[src/mem_pkg.sv]
// Shared widths, controller states and bus structs for the cache memory system, imported by every module
package mem_pkg;

   // Byte address split, bit 0 unused
   localparam int ADDR_W         = 16;
   localparam int DATA_W         = 16;
   localparam int TAG_W          = 5;
   localparam int INDEX_W        = 8;
   localparam int OFFSET_W       = 2;
   localparam int WORDS_PER_LINE = 4;
   localparam int NUM_LINES      = 1 << INDEX_W;

   // Main memory geometry and timing
   localparam int NUM_BANKS  = 4;
   localparam int BANK_SEL_W = $clog2(NUM_BANKS);
   localparam int MEM_RD_LAT = 2;
   localparam int BANK_BUSY  = 4;
   localparam int BUSY_W     = $clog2(BANK_BUSY + 1);
   localparam int MEM_WORDS  = 32768;
   localparam int MEM_ADDR_W = $clog2(MEM_WORDS);
   localparam int BANK_DEPTH = MEM_WORDS / NUM_BANKS;

   // Miss handling FSM
   typedef enum logic [2:0] {
      IDLE,
      COMPRD,
      COMPWR,
      WBMEM,
      MEMRD,
      WAITSTATE,
      INSTALL,
      ERR
   } ctrl_state_e;

   // Controller to cache
   typedef struct packed {
      logic                enable;
      logic                comp;
      logic                write;
      logic                valid_in;
      logic [TAG_W-1:0]    tag;
      logic [INDEX_W-1:0]  index;
      logic [OFFSET_W-1:0] offset;
      logic [DATA_W-1:0]   data;
   } cache_req_t;

   // Cache to controller
   typedef struct packed {
      logic              hit;
      logic              valid;
      logic              dirty;
      logic [TAG_W-1:0]  tag_out;
      logic [DATA_W-1:0] data;
   } cache_rsp_t;

   // Controller to memory, word addressed
   typedef struct packed {
      logic [MEM_ADDR_W-1:0] addr;
      logic [DATA_W-1:0]     data;
      logic                  wr;
      logic                  rd;
   } mem_req_t;

   // Memory to controller
   typedef struct packed {
      logic [DATA_W-1:0] data;
      logic              stall;
   } mem_rsp_t;

endpackage

[src/cache_ctrl.sv]
// Miss-handling FSM that sequences compare, write-back, refill and retry for the cache memory system
`timescale 1ns/10ps

module cache_ctrl
   import mem_pkg::*;
(
   input  logic              clk,
   input  logic              rst,
   input  logic [ADDR_W-1:0] Addr,
   input  logic [DATA_W-1:0] DataIn,
   input  logic              Rd,
   input  logic              Wr,
   input  cache_rsp_t        cache_rsp,
   input  mem_rsp_t          mem_rsp,
   output cache_req_t        cache_req,
   output mem_req_t          mem_req,
   output logic [DATA_W-1:0] DataOut,
   output logic              Done,
   output logic              Stall,
   output logic              CacheHit,
   output logic              err
);

   ctrl_state_e state;
   ctrl_state_e next_state;

   // Word within the line during write-back and refill
   logic [OFFSET_W-1:0] count;
   logic [OFFSET_W-1:0] next_count;

   // Set once the current request has missed
   logic retry;
   logic next_retry;

   logic [TAG_W-1:0]    req_tag;
   logic [INDEX_W-1:0]  req_index;
   logic [OFFSET_W-1:0] req_offset;
   logic                line_hit;
   logic                victim_dirty;
   logic                last_word;

   // Address split, bit 0 dropped
   assign req_offset = Addr[OFFSET_W:1];
   assign req_index  = Addr[OFFSET_W+INDEX_W:OFFSET_W+1];
   assign req_tag    = Addr[ADDR_W-1 -: TAG_W];

   assign line_hit     = cache_rsp.hit && cache_rsp.valid;
   assign victim_dirty = cache_rsp.valid && cache_rsp.dirty;
   assign last_word    = count == OFFSET_W'(WORDS_PER_LINE - 1);

   always_ff @(posedge clk) begin
      if (rst) begin
         state <= IDLE;
         count <= '0;
         retry <= 1'b0;
         err   <= 1'b0;
      end else begin
         state <= next_state;
         count <= next_count;
         retry <= next_retry;
         err   <= next_state == ERR;
      end
   end

   always_comb begin
      next_state = state;
      next_count = count;
      next_retry = retry;
      Done       = 1'b0;
      Stall      = 1'b1;

      // Cache idle, pointed at the request word
      cache_req        = '0;
      cache_req.tag    = req_tag;
      cache_req.index  = req_index;
      cache_req.offset = req_offset;
      cache_req.data   = DataIn;

      // Memory idle, pointed at the new line
      mem_req      = '0;
      mem_req.addr = {req_tag, req_index, count};
      mem_req.data = cache_rsp.data;

      case (state)
         IDLE: begin
            Stall      = 1'b0;
            next_retry = 1'b0;
            if (Rd && Wr) begin
               next_state = ERR;
            end else if (Rd) begin
               next_state = COMPRD;
            end else if (Wr) begin
               next_state = COMPWR;
            end
         end

         COMPRD, COMPWR: begin
            cache_req.enable = 1'b1;
            cache_req.comp   = 1'b1;
            cache_req.write  = state == COMPWR;
            if (line_hit) begin
               Done       = 1'b1;
               Stall      = 1'b0;
               next_state = IDLE;
            end else begin
               next_retry = 1'b1;
               // Dirty victim goes back to memory first
               next_state = victim_dirty ? WBMEM : MEMRD;
            end
         end

         WBMEM: begin
            // Victim word to its own address
            cache_req.enable = 1'b1;
            cache_req.offset = count;
            mem_req.wr       = 1'b1;
            mem_req.addr     = {cache_rsp.tag_out, req_index, count};
            if (!mem_rsp.stall) begin
               next_count = count + 1'b1;
               if (last_word) begin
                  next_state = MEMRD;
               end
            end
         end

         MEMRD: begin
            mem_req.rd = 1'b1;
            if (!mem_rsp.stall) begin
               next_state = WAITSTATE;
            end
         end

         // Second cycle of read latency
         WAITSTATE: begin
            next_state = INSTALL;
         end

         INSTALL: begin
            cache_req.enable   = 1'b1;
            cache_req.write    = 1'b1;
            cache_req.valid_in = 1'b1;
            cache_req.offset   = count;
            cache_req.data     = mem_rsp.data;
            next_count         = count + 1'b1;
            if (last_word) begin
               // Back to the original compare, which hits now
               next_state = Wr ? COMPWR : COMPRD;
            end else begin
               next_state = MEMRD;
            end
         end

         // Left only through reset
         ERR: begin
            next_state = ERR;
         end

         default: begin
            next_state = ERR;
         end
      endcase
   end

   assign DataOut  = cache_rsp.data;
   assign CacheHit = Done && !retry;

   // Victim line stays valid and dirty for the whole write-back
   a_victim_held: assert property (@(posedge clk) disable iff (rst)
      (state == WBMEM) |-> (cache_rsp.valid && cache_rsp.dirty));

   // Retried compare hits on the freshly installed line
   a_retry_hits: assert property (@(posedge clk) disable iff (rst)
      (state == INSTALL && last_word) |=> line_hit);

endmodule

[config.mk]
export PLATFORM = sky130hd
export DESIGN_NAME = cache_ctrl
export DESIGN_NICKNAME = d
export VERILOG_FILES = /design/src/mem_pkg.sv /design/src/cache_ctrl.sv
export SDC_FILE = /design/constraint.sdc
export NUM_CORES = 1
export LEC_CHECK = 0
export BUFFER_PORTS_ARGS = -buffer_cell sky130_fd_sc_hd__buf_4
export CORE_MARGIN = 8
export CORE_UTILIZATION = 28
export DETAILED_ROUTE_END_ITERATION = 6
export GPL_TIMING_DRIVEN = 1
export PLACE_DENSITY_LB_ADDON = 0.1
export SLEW_MARGIN = 20
export SYNTH_ARGS = -nofsm -noshare
export SYNTH_HDL_FRONTEND = slang
export SYNTH_SLANG_ARGS = --single-unit
export TNS_END_PERCENT = 1
[constraint.sdc]
create_clock -name clk -period 1.3 [get_ports clk]
set_clock_uncertainty 0.1 [all_clocks]
set_input_delay 0.065 -clock clk [delete_from_list [all_inputs] [get_ports clk]]
set_output_delay 0.065 -clock clk [all_outputs]
set_load 0.01 [all_outputs]
==> impl_metrics.env <==
export IMPL_drtIter0Drc=22
export IMPL_antenna_found_initial=0
export IMPL_critPathLaunchType="register"
export IMPL_grt_start_max_net_pins=11
export IMPL_leakagePower_nw=1.07
export IMPL_diodes=0
export IMPL_post_route_period_util=1.13
export IMPL_track_usage=0.124
export IMPL_setup_viol=34
export IMPL_drt_total_wl_mm=4.45
export IMPL_cts_made_buffers=3
export IMPL_cts_root_buf="clkbuf_8"
export IMPL_yosysSeqAreaShare=0.118
export IMPL_hold_viol=0
export IMPL_grt_pass1_vias=1337
export IMPL_gp_congestion=0.739
export IMPL_drive_gt1_frac=0.607
export IMPL_num_rows=23
export IMPL_synth_fp_nets=261
export IMPL_hp_class="input pin to primary output"
export IMPL_worstPathMaxFanout=5
export IMPL_violations="setup timing"
export IMPL_fmax_ghz=0.683
export IMPL_grt_pass1_wl_mm=6.59
export IMPL_die_area_um2=6600
export IMPL_cp_startpoint="state[0]"
export IMPL_holdPathEnd="DataOut[11]"
export IMPL_clk_pin_slew_ns=0.04
export IMPL_place_hpwl_mm=3.80
export IMPL_final_setup_worst_slack_ns=-0.164
export IMPL_crit_arrival_ns=1.30
export IMPL_final_cell_mix="buf_4, nand2_1, buf_6"
export IMPL_final_common_cell="buf_4"
export IMPL_fill_cells=432
export IMPL_place_area_um2=1720
export IMPL_synth_cells=182
export IMPL_tightest_slew_ns=0.254
export IMPL_ys_seq_elements=7
export IMPL_worstPathRequired_ns=1.13
export IMPL_stdcell_area_um2=1950
export IMPL_fin_nets=322
export IMPL_min_from="cache_rsp[11]"
export IMPL_syn_to_final_growth_pct=63.3
export IMPL_period_needed_ns=1.46
export IMPL_final_antenna_net_count=0
export IMPL_coreArea_um2=4060
export IMPL_synth_area_um2=1190
export IMPL_relSlewSlack=0.831
export IMPL_vias=1279
export IMPL_r2r_start="state[2]"
export IMPL_synth_warnings=0
export IMPL_overflow=0
export IMPL_syn_avg_cell_area_um2=6.55
export IMPL_cts_sinks=7
export IMPL_cts_tree="done"
export IMPL_whs_ns=0.0300
export IMPL_htree_levels=1
export IMPL_die_h_um=81.3
export IMPL_worstSkewPairLatency_ns=0.23
export IMPL_viasPerCell=4.38
export IMPL_ff2ff_path_depth=6
export IMPL_setup_tns_ns=-3.24
export IMPL_criticalPathCategory="register to primary output"
export IMPL_r2r_end="count[1]"
export IMPL_avgRoutedWirePerCell_um=15.2
export IMPL_pre_cts_ws_ns=-0.125
export IMPL_start_util=0.294
export IMPL_p_per_area_nw_per_um2=889
export IMPL_min_path_cells=0
export IMPL_ioPinCount=165
export IMPL_synth_cell_type_count=33
export IMPL_post_route_util=0.480
export IMPL_cts_buffer_depth=2
export IMPL_maxCapViolCount=0
export IMPL_dr_pass1_iters=4
export IMPL_crit_path_end_kind="primary output"
export IMPL_rsz0062_at_grt="yes"
export IMPL_drc=0
export IMPL_ir_drop_mv=0.576
export IMPL_reg2reg_slack_ns=-0.12
export IMPL_drv_slew=0
export IMPL_die_x_um=81.3
export IMPL_status="finished with violations"
export IMPL_io_buffers=91
[worst max-delay path, cell delays in order (launching register included)]
cell and delay, ns:
dfxtp_4 0.36, nand3b_4 0.19, nand2_4 0.09, mux2_4 0.30, buf_6 0.12
[cells in the mapped netlist (all sizes together)]
| cell | number | area (µm²) |
|---|---|---|
| a21oi | 5 | 25.0 |
| a31oi | 1 | 6.26 |
| nand2 | 66 | 248 |
| xnor2 | 1 | 8.76 |
| a32oi | 1 | 8.76 |
| mux2 | 2 | 22.5 |
| a31o | 1 | 8.76 |
| a21boi | 1 | 11.3 |
| nand2b | 3 | 18.8 |
| nor2 | 6 | 22.5 |
| mux2i | 1 | 10.0 |
| xor2 | 1 | 8.76 |
| o221a | 1 | 11.3 |
| a211oi | 1 | 12.5 |
| and2 | 1 | 6.26 |
| and4bb | 1 | 12.5 |
| dfxtp | 7 | 140 |
| nor3 | 4 | 31.3 |
| o21bai | 2 | 15.0 |
| o21ai | 3 | 22.5 |
| a2bb2oi | 1 | 8.76 |
| ha | 2 | 25.0 |
| and3 | 1 | 6.26 |
| o21a | 1 | 7.51 |
| nor2b | 1 | 6.26 |
| nand3b | 2 | 22.5 |
| inv | 6 | 22.5 |
| buf | 59 | 443 |
[stage by stage]
stage / cells / total power [W]
floorplan: 182 / 0.000907
global placement: 284 / 0.00128
detailed placement: 284 / 0.00127
CTS: 292 / 0.00168
global route: 292 / 0.00186
finish: 292 / 0.00173
[power breakdown]
| part | leakage (nW) | internal (W) | total [W] | switching, W |
|---|---|---|---|---|
| combinational | 0.991 | 0.000644 | 0.00111 | 0.000469 |
| clock | 0.0228 | 0.000212 | 0.000307 | 0.0000944 |
| sequential | 0.0608 | 0.000255 | 0.000311 | 0.0000563 |
| total | 1.07 | 0.00111 | 0.00173 | 0.000620 |
[layer usage]
layer | vias to the layer above | GRT usage | part of all wire
met5 | - | 0 | 0
met4 | 0 | 0.0429 | 0.017
met3 | 11 | 0.0419 | 0.13
met2 | 95 | 0.227 | 0.50
met1 | 531 | 0.128 | 0.35
li1 | 642 | - | -
[state kept, by name (all words and copies together) (netlist names)]
name	flops
state	3
retry	1
count	2
err	1
[timing repair]
action                                  4_1_cts  5_1_grt
pin swaps                                     6        4
endpoints found under the hold margin         5        0
endpoints found under the setup margin       36       39
resized for setup                            24       16
setup buffers                                 3        0
hold buffers                                  1        0
[how the worst max path moves through the flow]
stage | to | slack (ns) | cells after the start
global route | cache_req[17] | -0.21 | 4
CTS | CacheHit | -0.18 | 5
global placement | count[1] | -0.11 | 5
floorplan | err | -0.006 | 4
detailed placement | count[1] | -0.13 | 5
finish | cache_req[17] | -0.16 | 4
[layout make-up]
| type | instances | area, µm² | share of cell area |
|---|---|---|---|
| clock buffers | 4 | 45.0 | 0.0231 |
| inverters | 6 | 27.5 | 0.0141 |
| multi-input cells | 110 | 709 | 0.364 |
| flip-flops and latches | 7 | 159 | 0.0816 |
| well taps | 50 | 62.6 | 0.0321 |
| repair buffers | 115 | 943 | 0.485 |
[logic make-up (layout without fill, tap and decap cells)]
logic type / Yosys count / after routing / share of synthesized area
AND/OR/NAND/NOR: 85 / 85 / 0.314
XOR/XNOR: 2 / 2 / 0.0147
adder cells (fa/ha/maj): 2 / 2 / 0.0210
AO/OA/AOI/OAI: 18 / 18 / 0.115
multiplexers: 3 / 3 / 0.0273
flip-flops: 7 / 7 / 0.118
buffers and inverters: 65 / 125 / 0.390
Note: power is estimated with default switching activity, not from simulation.
